File: config.mk
export PLATFORM = sky130hd
export DESIGN_NAME = execute_stage
export DESIGN_NICKNAME = d
export VERILOG_FILES = /design/src/hdl/cpu_isa_pkg.sv /design/src/hdl/execute_stage.sv
export SDC_FILE = /design/constraint.sdc
export NUM_CORES = 2
export LEC_CHECK = 0
export BUFFER_PORTS_ARGS = -buffer_cell sky130_fd_sc_hd__buf_4
export CORE_MARGIN = 8
export CORE_UTILIZATION = 30
export DETAILED_ROUTE_END_ITERATION = 12
export PLACE_DENSITY = 0.58
export SETUP_SLACK_MARGIN = 0.3
export SLEW_MARGIN = 5
export SYNTH_ARGS = -nofsm -noshare
export SYNTH_HDL_FRONTEND = slang
export SYNTH_SLANG_ARGS = --single-unit
File: constraint.sdc
create_clock -name clk -period 5.16 [get_ports clk]
set_input_delay 0.516 -clock clk [delete_from_list [all_inputs] [get_ports clk]]
set_output_delay 0.516 -clock clk [all_outputs]
set_load 0.02 [all_outputs]
File: src/hdl/cpu_isa_pkg.sv
package cpu_isa_pkg;

    typedef logic [31:0] word_t;       // Data or instruction word
    typedef logic [4:0]  reg_addr_t;
    // Opcode followed by funct3, or by funct7 bits 5, 1 and 0 for R type
    typedef logic [9:0]  op_t;

    //////////////////////////////
    // Major opcodes
    localparam logic [6:0] OPC_R      = 7'b0110011;
    localparam logic [6:0] OPC_LOAD   = 7'b0000011;
    localparam logic [6:0] OPC_IMM    = 7'b0010011;
    localparam logic [6:0] OPC_STORE  = 7'b0100011;
    localparam logic [6:0] OPC_BRANCH = 7'b1100011;
    localparam logic [6:0] OPC_JAL    = 7'b1101111;

    //////////////////////////////
    // Operation codes seen by execute
    localparam op_t OP_ADD  = {OPC_R, 3'b000};
    localparam op_t OP_SUB  = {OPC_R, 3'b100};      // funct7 bit 5 set
    localparam op_t OP_MUL  = {OPC_R, 3'b001};      // funct7 bit 0 set
    localparam op_t OP_LDB  = {OPC_LOAD, 3'b000};
    localparam op_t OP_LDW  = {OPC_LOAD, 3'b010};
    localparam op_t OP_ADDI = {OPC_IMM, 3'b000};
    localparam op_t OP_STB  = {OPC_STORE, 3'b000};
    localparam op_t OP_STW  = {OPC_STORE, 3'b010};
    localparam op_t OP_BEQ  = {OPC_BRANCH, 3'b000};
    localparam op_t OP_JAL  = {OPC_JAL, 3'b000};    // J type has no funct3

endpackage

File: src/hdl/execute_stage.sv
`timescale 1ns/1ps

module execute_stage (
    input  logic                   clk,
    input  logic                   rst_n,
    input  logic                   id_valid,
    input  cpu_isa_pkg::word_t     id_pc,
    input  cpu_isa_pkg::op_t       id_op,
    input  cpu_isa_pkg::word_t     id_rs1_val,
    input  cpu_isa_pkg::word_t     id_rs2_val,
    input  cpu_isa_pkg::word_t     id_immed,
    input  cpu_isa_pkg::reg_addr_t id_rd,
    input  logic                   id_use_immed,
    input  logic                   id_reg_write,
    input  logic                   id_mem_read,
    input  logic                   id_mem_write,
    input  logic                   id_byte,
    input  logic                   id_branch,
    input  logic                   id_jump,
    input  logic                   id_halt,
    output logic                   redirect,
    output cpu_isa_pkg::word_t     redirect_pc,
    output logic                   ex_valid,
    output cpu_isa_pkg::reg_addr_t ex_rd,
    output logic                   ex_reg_write,
    output cpu_isa_pkg::word_t     ex_result,
    output cpu_isa_pkg::word_t     ex_store_data,
    output logic                   ex_mem_read,
    output logic                   ex_mem_write,
    output logic                   ex_byte,
    output logic                   ex_halt
);

    cpu_isa_pkg::word_t op_b;
    cpu_isa_pkg::word_t alu;

    assign op_b = id_use_immed ? id_immed : id_rs2_val;

    always_comb begin
        case (id_op)
            cpu_isa_pkg::OP_SUB: alu = id_rs1_val - op_b;
            cpu_isa_pkg::OP_MUL: alu = id_rs1_val * op_b;    // Low 32 bits kept
            cpu_isa_pkg::OP_JAL: alu = id_pc + 32'd4;        // Link address
            default:             alu = id_rs1_val + op_b;    // Also load/store address
        endcase
    end

    // Taken branch or jump flushes fetch and decode
    assign redirect    = id_valid && (id_jump || (id_branch && (id_rs1_val == id_rs2_val)));
    assign redirect_pc = id_pc + id_immed;

    always_ff @(posedge clk or negedge rst_n) begin
        if (!rst_n) begin
            ex_valid     <= 1'b0;
            ex_reg_write <= 1'b0;
            ex_mem_read  <= 1'b0;
            ex_mem_write <= 1'b0;
            ex_halt      <= 1'b0;
        end else begin
            ex_valid     <= id_valid;
            ex_reg_write <= id_valid && id_reg_write;
            ex_mem_read  <= id_valid && id_mem_read;
            ex_mem_write <= id_valid && id_mem_write;
            ex_halt      <= id_valid && id_halt;
        end
    end

    always_ff @(posedge clk) begin
        ex_rd         <= id_rd;
        ex_result     <= alu;
        ex_store_data <= id_rs2_val;
        ex_byte       <= id_byte;
    end

endmodule

==> reports/metrics.csv <==
stage,metric,value,unit
synth,yosysSeqAreaShare,6.69,%
detailed_routing,drt_first_pass_iters,6,
min_path,hp-start,id_rd[0],
synth,yosys_warnings,0,
synth,synth-compound-area-share,8.61,%
synth,synth_top_family_by_area,adder cells,
synth,synth_xor_area_share,8.69,%
detailed_routing,route.detailed.drc,0,
grt,grt_antenna_before_repair,7,
sta,slew_headroom,18.2,%
synth,netlist_instances,2597,
clocking,cts_made_buffers,9,
die,coreArea,75700,sq um
sta,grt_setup_unrepaired,yes,
synth,synth_edf_count,0,
clocking,cts_tree,yes,
sta,worst_slack,-1.78,ns
clocking,cts_sinks,75,
layout,n_fill_cell,7516,
min_path,min-delay-path-class,in -> reg,
setup_path,crit_type,in -> reg,
synth,async_reset_ff_share,6.67,%
synth,synth-seq-cells,75,
sta,worstMarginPinSlew,1.22,ns
sta,max_freq,144,MHz
layout,area_delta_synth_final,32.1,%
setup_path,start_kind,primary input,
sta,drv_slew,0,
synth,muxShareOfSynthArea,2.59,%
synth,synth_fp_nets,3349,
grt,grt_pass1_vias,21667,
placed_design,port_buffers,261,
synth,synthTopCellsByArea,"fa_1 36%, ha_1 10%, and2_1 8.1%, inv_1 6.7%, xnor2_1 6.3%",
run_status,violations,negative setup slack,
detailed_routing,routed_via_density,4.97,
job,drv_cap,0,
clocking,cts.path.max_buffers,2,
clocking,root_buffer,clkbuf_16,
setup_path,critPathArrivalTime,7.18,ns
synth,synth_fa_ha_area_share,46.3,%
clocking,h-tree-depth,3,
synth,synth-simple-area-share,18.4,%
synth,synth_top_area_cell,fa_1,
layout,final_core_util,39.9,%
die,io_pins,262,
detailed_routing,ant_nets,0,
synth,synth_area_per_cell,8.79,sq um
sta,hold_viol_final,0,
die,fp.dieArea,85200,sq um
setup_path,required,5.40,ns
grt,overflow,0,
min_path,hold_depth,1,
synth,syn_area,22800,sq um
synth,yosysTopAreaCellShare,36.0,%
grt,grt_pass1_wl,135000,um
die,start_util,30.2,%
clocking,clkTransAtPathRegs,0.07,ns
sta,fin_crit_sh,135,%
setup_path,setup.worst_path.end_class,register,
grt,grt_start_max_net_pins,30,
min_path,min_to,ex_rd[0],
layout,regArea,1530,sq um
synth,ys_types,76,
detailed_routing,wl,89600,um
sta,setup_violations,23,
die,dieHeight,292,um
sta,min_period,6.94,ns
die,row_count,101,
placed_design,place_congestion,0.962,
synth,ys.flop_type,dfxtp_1,
detailed_routing,via_count,20619,
detailed_routing,drtIter0Drc,1639,
placed_design,post-dp-hpwl,76300,um
run_status,status,"complete, but fails checks",
layout,fin_nets,3915,
layout,drive_above_1_share,26.6,%
die,die-width,292,um
setup_path,cp_max_fo,7,
layout,multi_input_area,20200,sq um
grt,grt.total_usage,20.7,%
detailed_routing,wire_per_inst,21.6,um
setup_path,cp-startpoint,id_rs2_val[5],
[kinds of logic after synthesis]
group                      Yosys count
buffers and inverters              521
adders and majority gates          598
AOI/OAI and AO/OA                  303
and+or+nand+nor                    821
xor gates and xnor gates           225
DFF                                 75
muxes                               54
[sequential cells by signal (all words and copies together), names as in the netlist]
name,flops
ex_rd,5
ex_reg_write,1
ex_byte,1
ex_mem_write,1
ex_halt,1
ex_store_data,32
ex_mem_read,1
ex_valid,1
ex_result,32
[worst max-delay path by stage]
stage / end / slack [ns] / cells after the start
after floorplan: ex_result[30] / -2.15 / 30
after global placement: ex_result[31] / -2.55 / 29
after detailed placement: ex_result[30] / -2.60 / 27
after CTS: ex_result[30] / -1.75 / 25
after global routing: ex_result[30] / -2.01 / 24
final: ex_result[30] / -1.78 / 25
[Yosys cell counts, types with 11 or more instances]
cell type	n
mux2_2	29
dfxtp_1	70
fa_1	410
and2_1	297
mux2i_1	23
nor3_1	20
nand2b_1	18
clkbuf_1	104
xor2_1	60
nor2b_1	11
inv_1	408
a21o_1	43
o21a_1	13
nor2_1	92
and3_1	20
xnor2_1	164
nand3_1	30
o21ai_0	67
a22oi_1	16
ha_1	188
a21oi_1	77
a31oi_1	11
nand2_1	278
nand4_1	16
[per-layer routing]
metal / GRT usage (%) / part of all wire, % / vias up / wire length, um
li1: - / - / 9284 / -
met1: 27.6 / 42 / 10380 / 37500
met2: 35.0 / 48 / 787 / 42700
met3: 2.73 / 7.1 / 162 / 6320
met4: 5.98 / 3.4 / 6 / 3060
met5: 0 / 0.038 / - / 34
[critical path: stages]
cell      delay [ns]
buf_4           0.15
mux2_4          0.36
and2_1          0.20
fa_1            0.55
fa_1            0.43
fa_1            0.51
inv_1           0.07
fa_1            0.53
inv_1           0.05
fa_1            0.50
fa_1            0.44
fa_1            0.54
fa_1            0.46
ha_4            0.31
a21o_1          0.11
a21o_1          0.11
a21o_1          0.14
a31oi_2         0.09
o21ai_1         0.14
a31oi_1         0.06
buf_4           0.17
a211oi_4        0.33
a211oi_2        0.12
a41oi_1         0.17
o211ai_1        0.11
[per-stage QoR]
step	worst slack, ns	TNS (ns)	area, sq um	std cells	hold slack [ns]
floorplan	-2.15	-38.78	23000	2597	0.220
global placement	-2.55	-49.51	28800	4106	0.333
detailed placement	-2.60	-49.97	28800	4106	0.337
CTS	-1.75	-32.24	29700	4137	0.231
global route	-2.01	-37.25	30200	4145	0.236
finish	-1.78	-33.26	30200	4147	0.244
[timing repair]
action                                  CTS  global route
pin swaps                                31            32
resized for setup                        81            72
cloned                                    6             3
hold endpoints to repair                  5             0
endpoints found under the setup margin   25            25
hold buffers                              1             0
setup buffers                             9             5
[cell type report]
type	count	share of cell area [%]
sequential	75	5.06
inverter	408	5.08
tap	978	4.06
multi-input combinational	2007	67.0
clock buffer	11	0.805
antenna	2	0.0166
timing repair buffer	662	17.8
clock inverter	4	0.170
[cells in the final DEF (no fill, tap or decap), drive strengths merged, types with 43 or more instances in the layout]
master | netlist | final
a21oi | 77 | 77
xnor2 | 164 | 164
nor2 | 92 | 92
a21o | 43 | 43
xor2 | 60 | 60
dfxtp | 70 | 70
buf | 9 | 659
inv | 408 | 408
o21ai | 71 | 71
and2 | 297 | 297
fa | 410 | 410
nand2 | 278 | 278
ha | 188 | 188
Power is left out: the tool's default activity adds up to more than one toggle a clock period on the data nets, which glitch-free logic cannot reach.
