File: src/hdl/cpu_bus_pkg.sv
package cpu_bus_pkg;

    typedef logic [11:0] apb_addr_t;   // APB byte address
    typedef logic [5:0]  mem_index_t;  // Word index into either memory

    localparam int MEM_WORDS = 64;

    //////////////////////////////
    // APB register map
    localparam apb_addr_t ADDR_CTRL    = 12'h000;  // Bit 0 starts a run
    localparam apb_addr_t ADDR_STATUS  = 12'h004;  // Bit 0 busy, bit 1 done
    localparam apb_addr_t IMEM_BASE    = 12'h400;
    localparam apb_addr_t DMEM_BASE    = 12'h800;
    localparam apb_addr_t WINDOW_BYTES = 12'h100;

endpackage

File: src/hdl/cpu_isa_pkg.sv
package cpu_isa_pkg;

    typedef logic [31:0] word_t;       // Data or instruction word
    typedef logic [4:0]  reg_addr_t;
    // Opcode followed by funct3, or by funct7 bits 5, 1 and 0 for R type
    typedef logic [9:0]  op_t;

    //////////////////////////////
    // Major opcodes
    localparam logic [6:0] OPC_R      = 7'b0110011;
    localparam logic [6:0] OPC_LOAD   = 7'b0000011;
    localparam logic [6:0] OPC_IMM    = 7'b0010011;
    localparam logic [6:0] OPC_STORE  = 7'b0100011;
    localparam logic [6:0] OPC_BRANCH = 7'b1100011;
    localparam logic [6:0] OPC_JAL    = 7'b1101111;

    //////////////////////////////
    // Operation codes seen by execute
    localparam op_t OP_ADD  = {OPC_R, 3'b000};
    localparam op_t OP_SUB  = {OPC_R, 3'b100};      // funct7 bit 5 set
    localparam op_t OP_MUL  = {OPC_R, 3'b001};      // funct7 bit 0 set
    localparam op_t OP_LDB  = {OPC_LOAD, 3'b000};
    localparam op_t OP_LDW  = {OPC_LOAD, 3'b010};
    localparam op_t OP_ADDI = {OPC_IMM, 3'b000};
    localparam op_t OP_STB  = {OPC_STORE, 3'b000};
    localparam op_t OP_STW  = {OPC_STORE, 3'b010};
    localparam op_t OP_BEQ  = {OPC_BRANCH, 3'b000};
    localparam op_t OP_JAL  = {OPC_JAL, 3'b000};    // J type has no funct3

endpackage

File: src/hdl/fetch_stage.sv
`timescale 1ns/1ps

module fetch_stage (
    input  logic                    clk,
    input  logic                    rst_n,
    input  logic                    start,
    input  logic                    stall,
    input  logic                    redirect,
    input  cpu_isa_pkg::word_t      redirect_pc,
    input  logic                    halted,
    input  logic                    imem_we,
    input  cpu_bus_pkg::mem_index_t imem_index,
    input  cpu_isa_pkg::word_t      imem_wdata,
    output logic                    if_valid,
    output cpu_isa_pkg::word_t      if_pc,
    output cpu_isa_pkg::word_t      if_instr
);

    cpu_isa_pkg::word_t imem [cpu_bus_pkg::MEM_WORDS];
    cpu_isa_pkg::word_t pc;
    logic               running;
    logic               fetch_en;

    assign fetch_en = running && !stall;

    // Host write port and the synchronous read for the pipeline
    always_ff @(posedge clk) begin
        if (imem_we) begin
            imem[imem_index] <= imem_wdata;
        end
        if (fetch_en) begin
            if_instr <= imem[pc[7:2]];
            if_pc    <= pc;
        end
    end

    always_ff @(posedge clk or negedge rst_n) begin
        if (!rst_n) begin
            running  <= 1'b0;
            pc       <= '0;
            if_valid <= 1'b0;
        end else if (start) begin
            running  <= 1'b1;
            pc       <= '0;
            if_valid <= 1'b0;
        end else if (halted) begin
            running  <= 1'b0;
            if_valid <= 1'b0;
        end else if (redirect) begin
            pc       <= redirect_pc;     // Word in flight is dropped
            if_valid <= 1'b0;
        end else if (fetch_en) begin
            pc       <= pc + 32'd4;
            if_valid <= 1'b1;
        end
    end

endmodule

File: config.mk
export PLATFORM = sky130hd
export DESIGN_NAME = fetch_stage
export DESIGN_NICKNAME = d
export VERILOG_FILES = /design/src/hdl/cpu_bus_pkg.sv /design/src/hdl/cpu_isa_pkg.sv /design/src/hdl/fetch_stage.sv
export SDC_FILE = /design/constraint.sdc
export NUM_CORES = 2
export LEC_CHECK = 0
export BUFFER_PORTS_ARGS = -buffer_cell sky130_fd_sc_hd__clkbuf_2
export CELL_PAD_IN_SITES_DETAIL_PLACEMENT = 1
export CELL_PAD_IN_SITES_GLOBAL_PLACEMENT = 1
export CORE_MARGIN = 1
export CORE_UTILIZATION = 50
export DETAILED_ROUTE_END_ITERATION = 8
export PLACE_DENSITY = 0.78
export SLEW_MARGIN = 5
export SYNTH_ARGS = -nofsm -noshare
export SYNTH_HDL_FRONTEND = slang
export SYNTH_SLANG_ARGS = --single-unit
File: constraint.sdc
create_clock -name clk -period 9.9 [get_ports clk]
set_input_delay 1.485 -clock clk [delete_from_list [all_inputs] [get_ports clk]]
set_output_delay 1.485 -clock clk [all_outputs]
set_load 0.005 [all_outputs]
==> impl_metrics.env <==
export IMPL_drv_cap=0
export IMPL_wl_per_cell_um=36.04
export IMPL_rsz0062_at_grt="false"
export IMPL_grt_start_max_net_pins=130
export IMPL_intPower_mw=14.83
export IMPL_drt_iter0_markers=5798
export IMPL_htree_num_levels=4
export IMPL_crit_type="register to register"
export IMPL_synth_distinct_cells=60
export IMPL_setup_viol=0
export IMPL_fmax_ghz=0.2133
export IMPL_netlist_area_leader_share=0.7667
export IMPL_core_sq_um=163500
export IMPL_syn_inst=3758
export IMPL_numPortBuffers=141
export IMPL_switching_power_mw=4.170
export IMPL_drtPass1Iterations=6
export IMPL_yosys_top_cells_area="edfxtp_1, mux4_2, mux2i_1"
export IMPL_drive_gt1_frac=0.2680
export IMPL_cts_setup_buffers=0
export IMPL_status="complete, no violations"
export IMPL_drc_errors=0
export IMPL_cts_resized_gates=0
export IMPL_slew_headroom=0.09114
export IMPL_initial_core_util=0.5059
export IMPL_clk_latency_ns=0.87
export IMPL_die_area_sq_um=167100
export IMPL_path_clk_slew_ns=0.06
export IMPL_cts_buffers=200
export IMPL_gr_total_overflow=0
export IMPL_place_gp_congestion=0.8310
export IMPL_hold_class="register to register"
export IMPL_seq_power_share=0.534
export IMPL_worstPathRequired_ns=10.42
export IMPL_synth_edf_count=2112
export IMPL_postCtsHoldBufs=0
export IMPL_cts_buffer_depth=3
export IMPL_layout_min_cycle_time_ns=4.687
export IMPL_worst_pin_slew_ns=1.363
export IMPL_antenna_left=0
export IMPL_antenna_found_initial=15
export IMPL_avgViaCountPerCell=6.525
export IMPL_fin_area_sq_um=93180
export IMPL_grt_pass1_wl_mm=324.1
export IMPL_drt_wl_total_mm=229.2
export IMPL_die_x_um=408.7
export IMPL_ys_seq_area_frac=0.7770
export IMPL_synth_main_ff_cell="edfxtp_1"
export IMPL_layout_nets=4088
export IMPL_synthesis_nets=3836
export IMPL_power_frac_comb=0.053
export IMPL_clockPowerShare=0.413
export IMPL_ios=142
export IMPL_finalCritPeriodShare=0.4735
export IMPL_p_leak_nw=28.33
export IMPL_ys_ff_latch=2146
export IMPL_swShare=0.2195
export IMPL_yosysWarnings=0
export IMPL_clkSinkCount=2146
export IMPL_syn_avg_cell_area_sq_um=22.01
export IMPL_power_mw=19.00
export IMPL_startpoint_type="register"
export IMPL_areaGrowthSynthToFinish_pct=12.65
export IMPL_ys_async_sr_fraction=0.01584
export IMPL_setup_tns_ns=0
export IMPL_synth_top_area_cell="edfxtp_1"
export IMPL_cts_root_buf="clkbuf_16"
export IMPL_crit_fanout=53
export IMPL_clock_skew_ns=0.04881
export IMPL_slew_violations=0
export IMPL_num_rows=148
export IMPL_vias=41490
export IMPL_post_dp_cell_area_sq_um=86530
export IMPL_synth_most_common_cell="edfxtp_1"
export IMPL_peakVddDrop_uv=213.4
export IMPL_cts_tree="yes"
export IMPL_grtUsageTotal=0.2751
export IMPL_worstSetupEndpointType="register"
export IMPL_synth_area_sq_um=82720
export IMPL_synth_commonest_cells="edfxtp_1, mux4_2, mux2i_1"
export IMPL_dp_hpwl_mm=123.8
export IMPL_hold_violations=0
export IMPL_critPathArrivalTime_ns=5.21
export IMPL_die_h_um=408.7
export IMPL_cellPowerDensity_nw_per_um2=203.9
export IMPL_first_global_vias=43530
==> power by group through the flow <==
| stage | clock network, mW | registers (mW) | logic, mW |
|---|---|---|---|
| finish | 7.85 | 10.1 | 1.01 |
| global route | 8.18 | 10.1 | 1.06 |
| CTS | 7.91 | 10.1 | 1.01 |
| detailed placement | 0 | 10.3 | 0.995 |
| global placement | 0 | 10.3 | 0.959 |
| floorplan | 0 | 10.3 | 0.594 |
==> critical path, cell delays in order (launching register included) <==
cell	delay (ns)
dfrtp_4	0.74
buf_4	0.79
buf_4	0.72
mux4_2	0.42
mux4_2	0.47
a21oi_1	0.78
a211oi_1	0.31
==> layer usage <==
layer | up-vias | wire [um] | global-route usage
met5 | - | 161 | 0
met4 | 20 | 7677 | 0.09079
met3 | 417 | 23570 | 0.06585
met2 | 2505 | 113600 | 0.4556
met1 | 22150 | 84110 | 0.3598
li1 | 16400 | - | -
==> layout by cell type (no fill, tap or decap), types with 14 or more instances in the layout <==
master,count
nor3_1,38
buf_4,118
a22oi_1,68
bufinv_16,23
o21ai_0,33
clkbuf_1,37
edfxtp_1,2112
nor2_1,52
clkbuf_2,137
o22ai_1,33
a211oi_1,25
dfrtp_1,29
a21oi_1,69
clkinv_1,44
clkinv_2,44
mux2i_1,293
nor2_4,63
mux4_2,461
a22o_1,50
clkbuf_16,201
nand2_1,35
nand3_1,14
==> path summary, 6_finish.rpt <==
kind | start | end | slack, ns | depth (start not counted)
max in group asynchronous | rst_n | pc[3]$_DFFE_PN0P_ | 8.36 | 1
min in group asynchronous | rst_n | pc[4]$_DFFE_PN0P_ | 0.79 | 1
worst max register to register | pc[3]$_DFFE_PN0P_ | if_instr[30]$_DFFE_PP_ | 5.21 | 6
worst min-delay path | pc[1]$_DFFE_PN0P_ | if_pc[1]$_DFFE_PP_ | 0.45 | 0
worst max-delay path | pc[3]$_DFFE_PN0P_ | if_instr[30]$_DFFE_PP_ | 5.21 | 6
worst min register to register | pc[1]$_DFFE_PN0P_ | if_pc[1]$_DFFE_PP_ | 0.45 | 0
==> sequential cells by signal, indices dropped and copies added, names as in the netlist <==
register  flops
imem       2048
pc           32
if_valid      1
if_instr     32
running       1
if_pc        32
==> stage by stage <==
step           cells  hold slack, ns  setup slack (ns)    util
2_1_floorplan   3758          0.4196             4.094       -
3_3_place_gp    5983          0.4376             5.349  0.5292
3_5_place_dp    5983          0.4363             5.301  0.5292
4_1_cts         6358          0.4497             5.292  0.5699
5_1_grt         6358          0.4637             4.978  0.5699
6_report        6359          0.4495             5.213  0.5699
==> logic make-up after synthesis <==
| kind of cell | Yosys count | share of synthesized area |
|---|---|---|
| flip-flops | 2146 | 0.7770 |
| AO/OA/AOI/OAI | 350 | 0.03012 |
| multiplexers | 765 | 0.1625 |
| buffers and inverters | 226 | 0.01487 |
| AND/OR/NAND/NOR | 268 | 0.01522 |
| adder cells (fa/ha/maj) | 1 | 0.0001512 |
| XOR/XNOR | 2 | 0.0002118 |
==> area by class of cell <==
class                      instances  area (sq um)
clock buffer                     241          5210
sequential                      2146         64290
timing repair buffer             267          1752
clock inverter                   134          1445
fill                           13710         70330
inverter                           9         33.78
antenna                            1         2.502
tap                             2175          2721
multi-input combinational       1386         17730
(Power assumes the default switching activity.)
