## config.mk

```make
export PLATFORM = sky130hd
export DESIGN_NAME = memory_stage
export DESIGN_NICKNAME = d
export VERILOG_FILES = /design/src/hdl/cpu_bus_pkg.sv /design/src/hdl/cpu_isa_pkg.sv /design/src/hdl/memory_stage.sv
export SDC_FILE = /design/constraint.sdc
export NUM_CORES = 2
export LEC_CHECK = 0
export BUFFER_PORTS_ARGS = -buffer_cell sky130_fd_sc_hd__buf_4
export CORE_MARGIN = 2
export CORE_UTILIZATION = 36
export CTS_BUF_LIST = sky130_fd_sc_hd__clkbuf_8
export DETAILED_ROUTE_END_ITERATION = 8
export PLACE_DENSITY = 0.56
export SLEW_MARGIN = 15
export SYNTH_ARGS = -nofsm -noshare
export SYNTH_HDL_FRONTEND = slang
export SYNTH_SLANG_ARGS = --single-unit
```

## constraint.sdc

```tcl
create_clock -name clk -period 3 [get_ports clk]
set_input_delay 0.3 -clock clk [delete_from_list [all_inputs] [get_ports clk]]
set_output_delay 0.3 -clock clk [all_outputs]
set_load 0.01 [all_outputs]
```

## src/hdl/cpu_bus_pkg.sv

```systemverilog
package cpu_bus_pkg;

    typedef logic [11:0] apb_addr_t;   // APB byte address
    typedef logic [5:0]  mem_index_t;  // Word index into either memory

    localparam int MEM_WORDS = 64;

    //////////////////////////////
    // APB register map
    localparam apb_addr_t ADDR_CTRL    = 12'h000;  // Bit 0 starts a run
    localparam apb_addr_t ADDR_STATUS  = 12'h004;  // Bit 0 busy, bit 1 done
    localparam apb_addr_t IMEM_BASE    = 12'h400;
    localparam apb_addr_t DMEM_BASE    = 12'h800;
    localparam apb_addr_t WINDOW_BYTES = 12'h100;

endpackage

```

## src/hdl/cpu_isa_pkg.sv

```systemverilog
package cpu_isa_pkg;

    typedef logic [31:0] word_t;       // Data or instruction word
    typedef logic [4:0]  reg_addr_t;
    // Opcode followed by funct3, or by funct7 bits 5, 1 and 0 for R type
    typedef logic [9:0]  op_t;

    //////////////////////////////
    // Major opcodes
    localparam logic [6:0] OPC_R      = 7'b0110011;
    localparam logic [6:0] OPC_LOAD   = 7'b0000011;
    localparam logic [6:0] OPC_IMM    = 7'b0010011;
    localparam logic [6:0] OPC_STORE  = 7'b0100011;
    localparam logic [6:0] OPC_BRANCH = 7'b1100011;
    localparam logic [6:0] OPC_JAL    = 7'b1101111;

    //////////////////////////////
    // Operation codes seen by execute
    localparam op_t OP_ADD  = {OPC_R, 3'b000};
    localparam op_t OP_SUB  = {OPC_R, 3'b100};      // funct7 bit 5 set
    localparam op_t OP_MUL  = {OPC_R, 3'b001};      // funct7 bit 0 set
    localparam op_t OP_LDB  = {OPC_LOAD, 3'b000};
    localparam op_t OP_LDW  = {OPC_LOAD, 3'b010};
    localparam op_t OP_ADDI = {OPC_IMM, 3'b000};
    localparam op_t OP_STB  = {OPC_STORE, 3'b000};
    localparam op_t OP_STW  = {OPC_STORE, 3'b010};
    localparam op_t OP_BEQ  = {OPC_BRANCH, 3'b000};
    localparam op_t OP_JAL  = {OPC_JAL, 3'b000};    // J type has no funct3

endpackage

```

## src/hdl/memory_stage.sv

```systemverilog
`timescale 1ns/1ps

module memory_stage (
    input  logic                    clk,
    input  logic                    rst_n,
    input  logic                    ex_valid,
    input  cpu_isa_pkg::reg_addr_t  ex_rd,
    input  logic                    ex_reg_write,
    input  cpu_isa_pkg::word_t      ex_result,
    input  cpu_isa_pkg::word_t      ex_store_data,
    input  logic                    ex_mem_read,
    input  logic                    ex_mem_write,
    input  logic                    ex_byte,
    input  logic                    ex_halt,
    input  logic                    host_dmem_we,
    input  cpu_bus_pkg::mem_index_t host_dmem_index,
    input  cpu_isa_pkg::word_t      host_dmem_wdata,
    output logic                    mem_valid,
    output cpu_isa_pkg::reg_addr_t  mem_rd,
    output logic                    mem_reg_write,
    output cpu_isa_pkg::word_t      host_dmem_rdata,
    output logic                    wb_we,
    output cpu_isa_pkg::reg_addr_t  wb_addr,
    output cpu_isa_pkg::word_t      wb_data,
    output logic                    halted
);

    cpu_isa_pkg::word_t      dmem [cpu_bus_pkg::MEM_WORDS];
    cpu_bus_pkg::mem_index_t port_index;
    cpu_isa_pkg::word_t      port_wdata, rdata_q, result_q;
    logic [3:0]              port_be;
    logic [1:0]              lane_q;
    logic [7:0]              load_byte;
    logic                    load_q, byte_q, halt_q;

    // The host owns the RAM port whenever no instruction is in the stage
    always_comb begin
        if (ex_valid) begin
            port_index = ex_result[7:2];
            port_wdata = ex_byte ? {4{ex_store_data[7:0]}} : ex_store_data;
            if (!ex_mem_write) begin
                port_be = 4'b0000;
            end else if (ex_byte) begin
                port_be = 4'b0001 << ex_result[1:0];
            end else begin
                port_be = 4'b1111;
            end
        end else begin
            port_index = host_dmem_index;
            port_wdata = host_dmem_wdata;
            port_be    = {4{host_dmem_we}};
        end
    end

    always_ff @(posedge clk) begin
        for (int b = 0; b < 4; b++) begin
            if (port_be[b]) begin
                dmem[port_index][8*b +: 8] <= port_wdata[8*b +: 8];
            end
        end
        rdata_q  <= dmem[port_index];
        result_q <= ex_result;
        lane_q   <= ex_result[1:0];
        byte_q   <= ex_byte;
        mem_rd   <= ex_rd;
    end

    always_ff @(posedge clk or negedge rst_n) begin
        if (!rst_n) begin
            mem_valid     <= 1'b0;
            mem_reg_write <= 1'b0;
            load_q        <= 1'b0;
            halt_q        <= 1'b0;
        end else begin
            mem_valid     <= ex_valid;
            mem_reg_write <= ex_reg_write;
            load_q        <= ex_mem_read;
            halt_q        <= ex_halt;
        end
    end

    //////////////////////////////
    // Writeback
    assign load_byte       = rdata_q[8*lane_q +: 8];
    assign host_dmem_rdata = rdata_q;
    assign wb_we   = mem_valid && mem_reg_write && (mem_rd != '0);
    assign wb_addr = mem_rd;
    assign wb_data = !load_q ? result_q :
                     byte_q  ? {{24{load_byte[7]}}, load_byte} : rdata_q;
    assign halted  = mem_valid && halt_q;

endmodule

```

==> impl_metrics.yaml <==
run_status:
  status: "complete, but fails checks"
  failed_checks: "negative setup slack"
floorplanning:
  floorplan.initialDensity: 0.362
  die_height_um: 474
  std_cell_rows: 172
  die-area_um2: 225000
  io-pin-count: 194
  core_region_area_um2: 220000
  die_w_um: 474
yosys:
  synthDominantAreaCellType: "edfxtp_1"
  synth-edff-count: 2048
  synthesis.yosys.warnings: 0
  synth-async-reset-ratio: 0.00189
  synth_cell_type_count: 59
  netlist_top_cells_count: "edfxtp_1 (2048), a22oi_1 (796), o21ai_0 (451)"
  synthMostInstantiatedCell: "edfxtp_1"
  register_bit_count_reported_by_yosys: 2122
  sequential_to_total_area_share_from_yosys_stat: 0.793
  synth_cells: 4834
  yosys.area_share.simple: 0.0484
  synth_compound_area_frac: 0.131
  area_share_of_xor_xnor_cells_in_the_synthesized_design: 0
  area_share_of_the_largest_cell_type_after_synthesis: 0.774
  post_synth_instance_area_um2: 79500
  synth.mux.area_fraction: 0.00683
  synth_nets: 4950
  synth_top_family_by_area: "compound AO/OA/AOI/OAI gates"
  synth.top_cells.by_area: "edfxtp_1 (77%), a22oi_1 (7.5%), o21ai_0 (2.8%), dfxtp_1 (1.8%), nor3_1 (1.6%)"
  postSynth.topFlopCell: "edfxtp_1"
  synthAdderAreaFrac: 0
  synth.avg_cell_area_um2: 16.4
place:
  routabilityCongestion: 0.831
  preCtsSetupSlack_ns: -0.694
  hpwl_um: 153000
  number_of_i_o_port_buffers: 193
clock_network:
  clkTransAtPathRegs_ns: 0.06
  clock-root-buffer: "clkbuf_8"
  clock_path_buffers: 4
  clk_latency_ns: 1.08
  cts-htree-levels: 5
  count_of_clock_tree_sinks: 2122
  tritoncts.num_buffers: 361
  cts_tree: "done"
setup_path:
  crit-reg2reg-capture: "host_dmem_rdata[31]$_DFF_P_"
  cp_slowest_cell: "mux4_2"
  timing.setup.critical_path_class: "flip-flop to output pin"
  timing.critical_path.from_type: "flip-flop"
  signal_arrival_time_at_the_worst_endpoint_ns: 2.72
  critical-path-max-stage-delay_ns: 0.47
  setup.reg_to_reg.worst_slack_ns: 0.78
  reg2regPathDepth: 5
  critPathLaunch: "host_dmem_rdata[15]$_DFF_P_"
  timing.critical_path.to_type: "output pin"
  worst_path_max_fanout: 11
  timing.critical_path.required_ns: 2.70
  crit_path_end: "wb_data[30]"
  worst_path_cell_chain: "mux4_2 -> and2_4 -> buf_12 -> a21oi_2 -> a21oi_1 -> buf_4"
  reg2reg_from: "dmem[50][31]$_DFFE_PP_"
routing:
  route.antenna.remaining_nets: 0
  vias_per_cell: 5.80
  drtIter0Drc: 5822
  post_drt_wl_per_cell_um: 29.0
  detailedRoute.firstPassIterationCount: 6
  total_routed_length_um: 254000
  vias: 50795
  drt_drc_violations_left: 0
power_and_ir_drop:
  peakVddDrop_v: 0.000461
  p_leak_nw: 30.9
  power-per-cell-area_nw_per_um2: 641
  totalPowerFinal_mw: 61.6
timing:
  finalCriticalPeriod_ns: 3.02
  headroom_to_the_max_slew_limit: 0.199
  fmax_ghz: 0.331
  drv_slew: 0
  fin_ws_ns: -0.0247
  setup-violations-final: 18
  report.final.hold_viol_count: 0
  final.period_utilization: 1.01
  worst_slew_pin_slew_ns: 1.20
  final.setup_skew_ns: 0.0928
  grt_setup_unrepaired: "true"
  final.hold.worst_slack_ns: 0.0771
cells_and_area:
  drive_gt1_frac: 0.218
  multi_input_comb_area_um2: 15500
  fill_cells: 19384
  layout_overhead_on_the_synthesized_area_pct: 21.0
  design.final.nets: 5749
  finish.utilization: 0.438
  seq_area_um2: 63000
global_route:
  grt_pass1_vias: 49957
  wire_length_of_the_first_global_routing_pass_um: 359000
  initial_antenna_violation_count: 10
  grt_start_max_net_pins: 90
  grt.overflow.total: 0
  global_route.usage.total: 0.221
flow_run:
  max_cap_violations: 0
worst_hold_path:
  timing.hold.worst.class: "input pin to flip-flop"
[routing by layer]
metal,up-vias,wire length (um),track usage
li1,21580,-,-
met1,26032,103000,0.301
met2,2707,118000,0.346
met3,474,23200,0.0441
met4,2,9550,0.0890
met5,-,7,0
[critical path, delay by kind of cell (launching register included)]
| family | cells | cell delay [ns] |
|---|---|---|
| AOI/OAI and AO/OA | 2 | 0.20 |
| buffers and inverters | 2 | 0.33 |
| DFF | 1 | 0.40 |
| muxes | 1 | 0.47 |
| and+or+nand+nor | 1 | 0.23 |
[flip-flops by register name, indices dropped and copies added, names as in the netlist]
name	cells
byte_q	1
dmem	2048
halt_q	1
host_dmem_rdata	32
lane_q	1
load_q	1
mem_rd	5
mem_reg_write	1
mem_valid	1
result_q	31
[logic make-up after synthesis]
family | Yosys count
DFF | 2122
AOI/OAI and AO/OA | 1596
and+or+nand+nor | 650
buffers and inverters | 416
muxes | 50
[stage by stage]
| stage | TNS [ns] | cell area [um2] | cells |
|---|---|---|---|
| finish | -0.221 | 96200 | 8753 |
| global route | -2.40 | 96200 | 8752 |
| CTS | -2.40 | 96000 | 8747 |
| detailed placement | -0.791 | 88600 | 8026 |
| global placement | -0.710 | 88600 | 8026 |
| floorplan | -89.03 | 79600 | 4834 |
[layout make-up]
| cell class | count | area share |
|---|---|---|
| antenna | 4 | 0.000104 |
| clock buffer | 372 | 0.0532 |
| clock inverter | 236 | 0.0116 |
| inverter | 14 | 0.000547 |
| multi-input combinational | 2296 | 0.161 |
| sequential | 2122 | 0.656 |
| tap | 2871 | 0.0374 |
| timing repair buffer | 838 | 0.0807 |
[worst min path at each step]
| stage | end | startpoint | slack, ns | depth (start not counted) |
|---|---|---|---|---|
| 2_1_floorplan | halt_q$_DFF_PN0_ | rst_n | 0.004 | 0 |
| 3_3_place_gp | mem_reg_write$_DFF_PN0_ | rst_n | 0.11 | 1 |
| 3_5_place_dp | mem_reg_write$_DFF_PN0_ | rst_n | 0.11 | 1 |
| 4_1_cts | result_q[3]$_DFF_P_ | ex_result[3] | 0.0005 | 3 |
| 5_1_grt | byte_q$_DFF_P_ | ex_byte | 0.04 | 2 |
| 6_report | dmem[51][31]$_DFFE_PP_ | ex_store_data[31] | 0.08 | 4 |
[where the power goes]
group	switching (mW)	total, mW	internal (mW)
combinational	3.29	4.82	1.53
sequential	0.437	33.5	33.1
clock	11.3	23.2	11.9
total	15.1	61.6	46.5
[placed cells by master (no fill, tap or decap), types with 17 or more instances in the layout]
master         Yosys  layout
dfxtp_1           70      52
dlygate4sd3_1      0     112
o21ai_0          451     449
edfxtp_1        2048    2048
nor3_1           256     256
a41oi_1           55      55
nor2_1            67      55
a22oi_1          796     796
mux2i_1           27      27
clkinv_1           1      78
nand4_1          108     108
a21oi_4            0      25
and4_1           111     110
buf_4              7     628
inv_1             13     129
clkinv_2           0      30
a21oi_1          185     140
mux2_2            20      17
clkbuf_8           0     372
buf_12             0      94
a31oi_1           77      72
nand3_1           53      53
a21oi_2            0      20
[timing repair]
| item | CTS | global route |
|---|---|---|
| setup buffers | 1 | 2 |
| endpoints found under the setup margin | 32 | 31 |
| hold buffers | 112 | 0 |
| endpoints found under the hold margin | 1411 | 0 |
| pin swaps | 3 | 1 |
| gates resized for setup | 45 | 24 |
(Power assumes the default switching activity.)
