--- src/hdl/cpu_bus_pkg.sv ---
package cpu_bus_pkg;

    typedef logic [11:0] apb_addr_t;   // APB byte address
    typedef logic [5:0]  mem_index_t;  // Word index into either memory

    localparam int MEM_WORDS = 64;

    //////////////////////////////
    // APB register map
    localparam apb_addr_t ADDR_CTRL    = 12'h000;  // Bit 0 starts a run
    localparam apb_addr_t ADDR_STATUS  = 12'h004;  // Bit 0 busy, bit 1 done
    localparam apb_addr_t IMEM_BASE    = 12'h400;
    localparam apb_addr_t DMEM_BASE    = 12'h800;
    localparam apb_addr_t WINDOW_BYTES = 12'h100;

endpackage

--- src/hdl/cpu_isa_pkg.sv ---
package cpu_isa_pkg;

    typedef logic [31:0] word_t;       // Data or instruction word
    typedef logic [4:0]  reg_addr_t;
    // Opcode followed by funct3, or by funct7 bits 5, 1 and 0 for R type
    typedef logic [9:0]  op_t;

    //////////////////////////////
    // Major opcodes
    localparam logic [6:0] OPC_R      = 7'b0110011;
    localparam logic [6:0] OPC_LOAD   = 7'b0000011;
    localparam logic [6:0] OPC_IMM    = 7'b0010011;
    localparam logic [6:0] OPC_STORE  = 7'b0100011;
    localparam logic [6:0] OPC_BRANCH = 7'b1100011;
    localparam logic [6:0] OPC_JAL    = 7'b1101111;

    //////////////////////////////
    // Operation codes seen by execute
    localparam op_t OP_ADD  = {OPC_R, 3'b000};
    localparam op_t OP_SUB  = {OPC_R, 3'b100};      // funct7 bit 5 set
    localparam op_t OP_MUL  = {OPC_R, 3'b001};      // funct7 bit 0 set
    localparam op_t OP_LDB  = {OPC_LOAD, 3'b000};
    localparam op_t OP_LDW  = {OPC_LOAD, 3'b010};
    localparam op_t OP_ADDI = {OPC_IMM, 3'b000};
    localparam op_t OP_STB  = {OPC_STORE, 3'b000};
    localparam op_t OP_STW  = {OPC_STORE, 3'b010};
    localparam op_t OP_BEQ  = {OPC_BRANCH, 3'b000};
    localparam op_t OP_JAL  = {OPC_JAL, 3'b000};    // J type has no funct3

endpackage

--- src/hdl/apb_host_port.sv ---
`timescale 1ns/1ps

module apb_host_port (
    input  logic                    clk,
    input  logic                    rst_n,
    input  logic                    psel,
    input  logic                    penable,
    input  logic                    pwrite,
    input  cpu_bus_pkg::apb_addr_t  paddr,
    input  cpu_isa_pkg::word_t      pwdata,
    input  logic                    halted,
    input  cpu_isa_pkg::word_t      host_dmem_rdata,
    output cpu_isa_pkg::word_t      prdata,
    output logic                    pready,
    output logic                    pslverr,
    output logic                    start,
    output logic                    imem_we,
    output cpu_bus_pkg::mem_index_t imem_index,
    output cpu_isa_pkg::word_t      imem_wdata,
    output logic                    host_dmem_we,
    output cpu_bus_pkg::mem_index_t host_dmem_index,
    output cpu_isa_pkg::word_t      host_dmem_wdata
);

    typedef enum logic [1:0] {st_idle, st_running, st_finished} run_state_t;

    run_state_t state;
    logic       access, busy, done;
    logic       is_ctrl, is_status, in_imem, in_dmem;
    logic       dmem_read, wait_q, err, xfer_wr;

    assign access    = psel && penable;
    assign busy      = (state == st_running);
    assign done      = (state == st_finished);

    //////////////////////////////
    // Address decode
    assign is_ctrl   = (paddr == cpu_bus_pkg::ADDR_CTRL);
    assign is_status = (paddr == cpu_bus_pkg::ADDR_STATUS);
    assign in_imem   = (paddr >= cpu_bus_pkg::IMEM_BASE) &&
                       (paddr <  cpu_bus_pkg::IMEM_BASE + cpu_bus_pkg::WINDOW_BYTES);
    assign in_dmem   = (paddr >= cpu_bus_pkg::DMEM_BASE) &&
                       (paddr <  cpu_bus_pkg::DMEM_BASE + cpu_bus_pkg::WINDOW_BYTES);
    assign dmem_read = in_dmem && !pwrite && !busy;   // Needs one wait state

    // Windows are locked during a run and the instruction window is write only
    assign err = !(is_ctrl || is_status || in_imem || in_dmem) ||
                 ((in_imem || in_dmem) && busy) || (in_imem && !pwrite);

    assign pready  = access && (!dmem_read || wait_q);
    assign pslverr = pready && err;
    assign xfer_wr = pready && pwrite && !err;
    assign prdata  = is_status ? {30'b0, done, busy} :
                     in_dmem   ? host_dmem_rdata : '0;

    assign start           = xfer_wr && is_ctrl && pwdata[0] && !busy;
    assign imem_we         = xfer_wr && in_imem;
    assign imem_index      = paddr[7:2];
    assign imem_wdata      = pwdata;
    assign host_dmem_we    = xfer_wr && in_dmem;
    assign host_dmem_index = paddr[7:2];
    assign host_dmem_wdata = pwdata;

    always_ff @(posedge clk or negedge rst_n) begin
        if (!rst_n) begin
            state  <= st_idle;
            wait_q <= 1'b0;
        end else begin
            wait_q <= access && dmem_read && !wait_q;
            case (state)
                st_idle, st_finished: begin
                    if (start) begin
                        state <= st_running;     // Clears done
                    end
                end
                st_running: begin
                    if (halted) begin
                        state <= st_finished;
                    end
                end
                default: state <= st_idle;
            endcase
        end
    end

endmodule

--- config.mk ---
export PLATFORM = sky130hd
export DESIGN_NAME = apb_host_port
export DESIGN_NICKNAME = d
export VERILOG_FILES = /design/src/hdl/cpu_bus_pkg.sv /design/src/hdl/cpu_isa_pkg.sv /design/src/hdl/apb_host_port.sv
export SDC_FILE = /design/constraint.sdc
export NUM_CORES = 1
export LEC_CHECK = 0
export ABC_AREA = 0
export BUFFER_PORTS_ARGS = -buffer_cell sky130_fd_sc_hd__buf_2
export CAP_MARGIN = 5
export CORE_AREA = 2 2 77 79
export CTS_BUF_LIST = sky130_fd_sc_hd__clkbuf_16
export CTS_CLUSTER_DIAMETER = 100
export DETAILED_ROUTE_END_ITERATION = 8
export DIE_AREA = 0 0 79 81
export RECOVER_POWER = 50
export SETUP_SLACK_MARGIN = 0.05
export SYNTH_ARGS = -nofsm -noshare
export SYNTH_HDL_FRONTEND = slang
export SYNTH_SLANG_ARGS = --single-unit
--- constraint.sdc ---
create_clock -name clk -period 4.56 [get_ports clk]
set_clock_uncertainty 0.2 [all_clocks]
set_input_delay 1.14 -clock clk [delete_from_list [all_inputs] [get_ports clk]]
set_output_delay 1.14 -clock clk [all_outputs]
set_load 0.05 [all_outputs]
==> results.sh, run 1 <==
export IMPL_synthToLayoutAreaGrowth_pct=7.84
export IMPL_cts_root_buf="clkbuf_16"
export IMPL_ys_ff_latch=3
export IMPL_avgRoutedWirePerCell_um=12.7
export IMPL_hp_class="flip-flop to flip-flop"
export IMPL_fmax_mhz=242
export IMPL_critPathArrivalTime_ps=2780
export IMPL_slew_headroom=0.492
export IMPL_reg2reg_depth=2
export IMPL_clock_path_buffers=2
export IMPL_drc=0
export IMPL_cts_hold_buf=0
export IMPL_tns_ps=0
export IMPL_yosysTopAreaCell="buf_4"
export IMPL_grt_pass1_wl_um=4040
export IMPL_yosysTopAreaCellShare=0.526
export IMPL_cp_required_ps=3220
export IMPL_synth_warning_count=0
export IMPL_dpl_hpwl_um=2730
export IMPL_antenna_found_initial=1
export IMPL_syn_nets=223
export IMPL_syn_area_per_cell_um2=7.69
export IMPL_cts_sinks=3
export IMPL_switching_share=0.342
export IMPL_die_area_mm2=0.00640
export IMPL_slowest_delay_ps=650
export IMPL_peakVddDrop_v=0.000101
export IMPL_core_area_mm2=0.00568
export IMPL_period_share=0.904
export IMPL_fin_nets=251
export IMPL_p_per_area_mw_per_mm2=222
export IMPL_critPathSlowestCell="nor4b_1"
export IMPL_ys_types=25
export IMPL_combPwrFrac=0.364
export IMPL_path_max_fanout=30
export IMPL_via_count=951
export IMPL_drv_slew=0
export IMPL_period_minus_slack_ps=4120
export IMPL_numCtsBuffers=3
export IMPL_path_cells="clkbuf_1 > nor4b_1 > buf_4 > and2_2 > buf_2"
export IMPL_path_class="input port to output pin"
export IMPL_max_slew_worst_pin_slew_ps=751
export IMPL_setup_viol=0
export IMPL_firstDrtPassIters=4
export IMPL_start_util=0.191
export IMPL_first_iter_violations=29
export IMPL_p_sw_mw=0.0887
export IMPL_worst_setup_path_start_kind="input port"
export IMPL_whs_ps=253
export IMPL_cts_resized_gates=0
export IMPL_synthTopCellsByArea="buf_4 (53%), and2_2 (14%), dfrtp_1 (6.9%)"
export IMPL_sequentialPowerShare=0.110
export IMPL_die_y_um=81
export IMPL_rr_endpoint="state[1]$_DFFE_PN0P_"
export IMPL_track_usage=0.0855
export IMPL_port_buffers=101
export IMPL_htreeDepth=1
export IMPL_finalHoldViolCount=0
export IMPL_status="finished, final reports clean"
export IMPL_drive_gt1_frac=0.738
export IMPL_ys_seq_area_frac=0.0692
export IMPL_ant_nets=0
export IMPL_cp_endpoint="prdata[13]"
export IMPL_finalWeightedCongestion=0.697
export IMPL_vias_per_cell=3.90
export IMPL_endpoint_kind="output pin"
export IMPL_rsz0062_at_grt="false"
export IMPL_grt_overflow_total=0
export IMPL_p_int_mw=0.171
export IMPL_path_clk_slew_ps=30
export IMPL_postSynthCellCount=141
export IMPL_routed_wl_um=3100
export IMPL_ios=195
export IMPL_syn_area_mm2=0.00108
export IMPL_insertion_delay_ps=220
export IMPL_leakagePower_nw=0.700
export IMPL_layout_commonest_cell="buf_2"
export IMPL_clockPowerShare=0.527
export IMPL_startpoint="paddr[11]"
export IMPL_cts_tree="yes"
export IMPL_timing_rr_start="state[0]$_DFFE_PN0P_"
export IMPL_max_cap_violations=0
export IMPL_fill_cells=636
export IMPL_core_rowCount=28
export IMPL_die_w_um=79
export IMPL_r2r_slack_ps=3280
export IMPL_grt_pass1_vias=836
export IMPL_grt_max_degree=31
export IMPL_post_cts_setup_buffers=0
export IMPL_final_cell_mix="buf_2 (99), and2_2 (20), and2_1 (10)"
-- routing by layer --
| layer | routed length, um | vias to the layer above | share of wire | track usage |
|---|---|---|---|---|
| li1 | - | 441 | - | - |
| met2 | 1530 | 96 | 0.49 | 0.169 |
| met1 | 976 | 402 | 0.31 | 0.0700 |
| met3 | 542 | 12 | 0.17 | 0.0522 |
| met5 | 0 | - | 0 | 0 |
| met4 | 51 | 0 | 0.016 | 0.0259 |
-- how the worst min path moves through the flow --
stage	start	end	slack, ps	cells after the start
2_1_floorplan	wait_q$_DFF_PN0_	wait_q$_DFF_PN0_	220	1
3_3_place_gp	wait_q$_DFF_PN0_	wait_q$_DFF_PN0_	240	1
3_5_place_dp	wait_q$_DFF_PN0_	wait_q$_DFF_PN0_	250	1
4_1_cts	wait_q$_DFF_PN0_	wait_q$_DFF_PN0_	250	1
5_1_grt	wait_q$_DFF_PN0_	wait_q$_DFF_PN0_	260	1
6_report	wait_q$_DFF_PN0_	wait_q$_DFF_PN0_	250	1
-- stage by stage --
| step | total power, mW | setup WS, ps | cell area (um^2) | util | std cells |
|---|---|---|---|---|---|
| final | 0.259 | 436 | 1170 | 0.206 | 244 |
| after global routing | 0.274 | 305 | 1170 | 0.206 | 244 |
| after CTS | 0.265 | 709 | 1180 | 0.209 | 243 |
| after detailed placement | 0.126 | 709 | 1110 | 0.195 | 239 |
| after global placement | 0.125 | 727 | 1110 | 0.195 | 239 |
| after floorplan | 0.241 | 476 | 1080 | - | 141 |
-- power by group through the flow --
stage	Sequential [mW]	Combinational, mW	Clock (mW)
floorplan	0.0285	0.212	0
global placement	0.0286	0.0962	0
detailed placement	0.0287	0.0968	0
CTS	0.0284	0.0972	0.140
global route	0.0285	0.101	0.145
finish	0.0284	0.0944	0.137
-- logic make-up (layout without fill, tap and decap cells) --
group           after synthesis  count (layout)  share of synthesized area
simple gates                 53              53                      0.346
compound gates                6               6                     0.0450
other cells                   0               1                          0
buf+inv                      79             106                      0.540
flops                         3               3                     0.0692
-- synth_stat cells --
master / number
nor2_1: 2
nand2b_1: 2
nand3_1: 1
nand2_1: 2
a21oi_1: 1
and3_1: 1
buf_4: 76
o22ai_1: 1
nand4_1: 1
clkbuf_2: 3
and4b_1: 1
and2_2: 20
a22o_1: 1
dfrtp_1: 3
nand3b_1: 1
nor4b_1: 1
nor4_2: 1
nor4b_4: 1
a32o_1: 2
and2_1: 10
nand4b_1: 1
nor3_1: 3
a2111oi_0: 1
nor2b_1: 2
nor4_1: 3
-- sequential cells by signal, summed over array words and instances, names as in the netlist --
register,cells
wait_q,1
state,2
-- worst max-delay path: cells and delay by family --
kind | cells | cell delay (ps)
AND/OR/NAND/NOR | 2 | 830
buffers and inverters | 3 | 790
-- area by class of cell --
cell class	instances	area, um^2	area share
antenna	1	2.50	0.00214
clock inverter	1	3.75	0.00321
sequential	3	75.1	0.0642
timing repair buffer	102	510	0.436
tap	75	93.8	0.0802
multi-input combinational	59	409	0.350
clock buffer	3	75.1	0.0642
Note: power is estimated with default switching activity, not from simulation.
==> inputs of run 2 (changes only) <==
- CTS_BUF_LIST: sky130_fd_sc_hd__clkbuf_16 -> default
==> run 2 against run 1 <==
Critical path depth unchanged. Setup slack is the same. Sequential cell count stayed put. Non-clock buffer count unchanged. Global-route usage shrank 0.19 points. Critical path type unchanged.
==> results.sh, run 2 (synthesis results as in run 1) <==
export IMPL_setup_viol=0
export IMPL_die_area_mm2=0.00640
export IMPL_routed_wl_um=3070
export IMPL_htreeDepth=1
export IMPL_slew_headroom=0.492
export IMPL_worstHoldStart="wait_q$_DFF_PN0_"
export IMPL_cts_hold_buf=0
export IMPL_path_max_fanout=30
export IMPL_clock_path_buffers=2
export IMPL_place_area_mm2=0.00111
export IMPL_min_to="wait_q$_DFF_PN0_"
export IMPL_cp_top_family="simple AND/OR/NAND/NOR gates"
export IMPL_utilization=0.200
export IMPL_cts_sinks=3
export IMPL_avgRoutedWirePerCell_um=12.6
export IMPL_final_cell_mix="buf_2 (99), and2_2 (20), and2_1 (10)"
export IMPL_drv_slew=0
export IMPL_critPathSlowestCell="nor4b_1"
export IMPL_period_share=0.904
export IMPL_via_count=945
export IMPL_layout_commonest_cell="buf_2"
export IMPL_slowest_delay_ps=650
export IMPL_insertion_delay_ps=210
export IMPL_largest_reg_flops=2
export IMPL_track_usage=0.0836
export IMPL_layout_setup_ws_ps=436
export IMPL_grt_max_degree=31
export IMPL_finalWeightedCongestion=0.697
export IMPL_r2r_slack_ps=3290
export IMPL_max_slew_worst_pin_slew_ps=751
export IMPL_top_register="state"
export IMPL_drc=0
export IMPL_endpoint_kind="output pin"
export IMPL_worst_setup_path_start_kind="input port"
export IMPL_whs_path_depth=1
export IMPL_period_minus_slack_ps=4120
export IMPL_finalHoldViolCount=0
export IMPL_die_y_um=81
export IMPL_firstDrtPassIters=4
export IMPL_tns_ps=0
export IMPL_fmax_mhz=242
export IMPL_dpl_hpwl_um=2730
export IMPL_pre_cts_slack_ps=709
export IMPL_ios=195
export IMPL_start_util=0.191
export IMPL_grt_pass1_wl_um=3960
export IMPL_fin_nets=251
export IMPL_path_cells="clkbuf_1 > nor4b_1 > buf_4 > and2_2 > buf_2"
export IMPL_path_class="input port to output pin"
export IMPL_core_rowCount=28
export IMPL_rr_endpoint="state[1]$_DFFE_PN0P_"
export IMPL_rsz0062_at_grt="false"
export IMPL_grt_overflow_total=0
export IMPL_cp_required_ps=3220
export IMPL_fill_cells=646
export IMPL_timing_rr_start="state[0]$_DFFE_PN0P_"
export IMPL_core_area_mm2=0.00568
export IMPL_power_mw=0.199
export IMPL_die_w_um=79
export IMPL_critPathArrivalTime_ps=2780
export IMPL_port_buffers=101
export IMPL_peakVddDrop_v=0.0000616
export IMPL_design_area_mm2=0.00114
export IMPL_final_cells=244
export IMPL_place_inst=239
export IMPL_whs_ps=254
export IMPL_cts_resized_gates=0
export IMPL_path_clk_slew_ps=30
export IMPL_ant_nets=0
export IMPL_max_cap_violations=0
export IMPL_drive_gt1_frac=0.738
export IMPL_numCtsBuffers=3
export IMPL_reg2reg_depth=2
export IMPL_synthToLayoutAreaGrowth_pct=4.73
export IMPL_first_iter_violations=17
export IMPL_grt_pass1_vias=830
export IMPL_hp_class="flip-flop to flip-flop"
export IMPL_status="finished, final reports clean"
export IMPL_vias_per_cell=3.87
export IMPL_path_buf_inv=3
export IMPL_leakagePower_nw=0.681
export IMPL_top_regs="state x2, wait_q x1"
export IMPL_p_per_area_mw_per_mm2=175
export IMPL_post_cts_setup_buffers=0
export IMPL_cts_tree="yes"
export IMPL_cts_root_buf="clkbuf_8"
export IMPL_antenna_found_initial=1
[run 2: cell count changes in the layout (fill, tap and decap cells not counted)]
cell       change
clkbuf_16      -3
clkbuf_1       +1
clkbuf_8       +3
inv_1          -1
[run 2: worst max-delay path by stage]
stage / from / endpoint / slack (ps) / depth (start not counted)
5_1_grt: paddr[11] / prdata[31] / 300 / 5
6_report: paddr[11] / prdata[13] / 440 / 5
3_5_place_dp: paddr[11] / prdata[0] / 710 / 5
3_3_place_gp: paddr[11] / prdata[0] / 730 / 5
2_1_floorplan: paddr[11] / imem_we / 480 / 2
4_1_cts: paddr[11] / prdata[0] / 710 / 5
[run 2: metal layers]
| layer | global-route usage | part of all wire | vias up |
|---|---|---|---|
| met5 | 0 | 0 | - |
| met2 | 0.165 | 0.49 | 94 |
| met4 | 0.0259 | 0.017 | 0 |
| met1 | 0.0692 | 0.32 | 398 |
| met3 | 0.0489 | 0.17 | 12 |
| li1 | - | - | 441 |
[run 2: worst reg2reg max path: stages (launching register included)]
cell     delay (ps)
dfrtp_1         370
nor2b_1         410
a22o_1          220
[run 2: final cells by class]
| cell class | instances | area (um^2) | area share |
|---|---|---|---|
| multi-input cells | 59 | 409 | 0.360 |
| diodes | 1 | 2.50 | 0.00220 |
| flip-flops and latches | 3 | 75.1 | 0.0661 |
| clock buffers | 4 | 45.0 | 0.0396 |
| well taps | 75 | 93.8 | 0.0826 |
| repair buffers | 102 | 510 | 0.449 |
[run 2: report_power, final]
group	total, mW	internal [mW]	switching (mW)	leakage, nW
Combinational	0.0943	0.0299	0.0644	0.617
Sequential	0.0284	0.0278	0.000607	0.0407
Clock	0.0761	0.0595	0.0166	0.0228
Total	0.199	0.117	0.0816	0.681
==> inputs of run 3 (changes only) <==
--- a/constraint.sdc
+++ b/constraint.sdc
@@ -4,2 +4,2 @@
 set_output_delay 1.14 -clock clk [all_outputs]
-set_load 0.05 [all_outputs]
+set_load 0.1 [all_outputs]
==> run 3 against run 2 <==
First-iteration DRC count is 47% higher. Sequential power hardly changed. Largest cell class unchanged. Combinational power is 65% higher. Clock-buffer cell count stayed put. Clock power is 0.8% higher. Wire length is 0.23% lower. Largest power group unchanged.
==> results.sh, run 3 (synthesis results as in run 1) <==
export IMPL_critPathArrivalTime_ps=2570
export IMPL_path_clk_slew_ps=30
export IMPL_routed_wl_um=3060
export IMPL_post_cts_setup_buffers=0
export IMPL_fin_nets=251
export IMPL_setup_viol=0
export IMPL_finalWeightedCongestion=0.770
export IMPL_largest_reg_flops=2
export IMPL_top_register="state"
export IMPL_dpl_hpwl_um=2660
export IMPL_cts_hold_buf=0
export IMPL_finalHoldViolCount=0
export IMPL_cts_resized_gates=0
export IMPL_core_area_mm2=0.00568
export IMPL_drv_slew=0
export IMPL_numCtsBuffers=3
export IMPL_path_max_fanout=30
export IMPL_layout_setup_ws_ps=654
export IMPL_design_area_mm2=0.00152
export IMPL_grt_pass1_wl_um=3930
export IMPL_cts_sinks=3
export IMPL_tns_ps=0
export IMPL_via_count=948
export IMPL_critPathSlowestCell="buf_2"
export IMPL_die_area_mm2=0.00640
export IMPL_die_y_um=81
export IMPL_insertion_delay_ps=210
export IMPL_max_cap_violations=0
export IMPL_path_cells="buf_2 > nor4b_4 > buf_4 > and2_1 > buf_2"
export IMPL_first_iter_violations=25
export IMPL_slew_headroom=0.604
export IMPL_path_class="input port to output pin"
export IMPL_antenna_found_initial=0
export IMPL_start_util=0.191
export IMPL_pre_cts_slack_ps=636
export IMPL_cp_required_ps=3220
export IMPL_fmax_mhz=256
export IMPL_top_regs="state x2, wait_q x1"
export IMPL_layout_commonest_cell="buf_2"
export IMPL_drive_gt1_frac=0.762
export IMPL_die_w_um=79
export IMPL_worst_setup_path_start_kind="input port"
export IMPL_final_cell_mix="buf_2 (76), buf_12 (24), and2_2 (20), and2_1 (10)"
export IMPL_synthToLayoutAreaGrowth_pct=40.3
export IMPL_num_antenna_cells=0
export IMPL_p_per_area_mw_per_mm2=171
export IMPL_endpoint_kind="output pin"
export IMPL_status="finished, final reports clean"
export IMPL_cp_top_family="buffers and inverters"
export IMPL_power_mw=0.261
export IMPL_path_common_cell="buf_2"
export IMPL_period_minus_slack_ps=3910
export IMPL_place_area_mm2=0.00148
export IMPL_core_rowCount=28
export IMPL_firstDrtPassIters=4
export IMPL_port_buffers=101
export IMPL_htreeDepth=1
export IMPL_ant_nets=0
export IMPL_slowest_delay_ps=420
export IMPL_peakVddDrop_v=0.0000527
export IMPL_ios=195
export IMPL_rsz0062_at_grt="false"
export IMPL_grt_overflow_total=0
export IMPL_clock_path_buffers=2
export IMPL_avgRoutedWirePerCell_um=12.6
export IMPL_hp_class="flip-flop to flip-flop"
export IMPL_cts_tree="yes"
export IMPL_track_usage=0.0817
export IMPL_grt_pass1_vias=756
export IMPL_period_share=0.857
export IMPL_grt_max_degree=31
export IMPL_vias_per_cell=3.90
export IMPL_path_buf_inv=3
export IMPL_drc=0
export IMPL_leakagePower_nw=0.756
export IMPL_cts_root_buf="clkbuf_8"
export IMPL_max_slew_worst_pin_slew_ps=578
## run 3: cell types whose count changed in the layout (fill, tap and decap cells not counted), sizes merged
cell / previous run / this run
buf: 100 / 101
clkbuf: 6 / 5
diode: 1 / 0
## run 3: report_power, final
part           switching [mW]  internal (mW)  total [mW]
Clock                  0.0171         0.0596      0.0767
Sequential           0.000573         0.0278      0.0284
Combinational           0.114         0.0412       0.156
## run 3: worst reg2reg max path, cell delays in order (launching register included)
cell     delay (ps)
dfrtp_1         370
nor2b_1         400
a22o_1          220
## run 3: metrics by stage
step	instances	hold slack (ps)	util
floorplan	141	223	-
global placement	239	240	0.260
detailed placement	239	236	0.260
CTS	243	242	0.268
global route	243	277	0.268
finish	243	240	0.268
## run 3: area by class of cell
cell class | instances | area (um^2)
sequential | 3 | 75.1
multi-input combinational | 59 | 435
fill | 614 | 4150
tap | 75 | 93.8
clock buffer | 4 | 45.0
timing repair buffer | 102 | 872
## run 3: path summary, 6_finish.rpt
kind	start	endpoint	slack [ps]	cells after the start
worst min register to register	wait_q$_DFF_PN0_	wait_q$_DFF_PN0_	240	1
min in group asynchronous	rst_n	state[0]$_DFFE_PN0P_	530	1
worst min-delay path	wait_q$_DFF_PN0_	wait_q$_DFF_PN0_	240	1
worst max-delay path	paddr[9]	prdata[11]	650	5
worst max register to register	state[0]$_DFFE_PN0P_	state[1]$_DFFE_PN0P_	3300	2
max in group asynchronous	rst_n	state[1]$_DFFE_PN0P_	3470	1
## run 3: routing by layer
metal	GRT usage	vias to the layer above	wire length, um
met5	0	-	0
met4	0.0586	0	108
met3	0.0422	16	592
met2	0.129	91	1380
met1	0.0838	403	981
li1	-	438	-
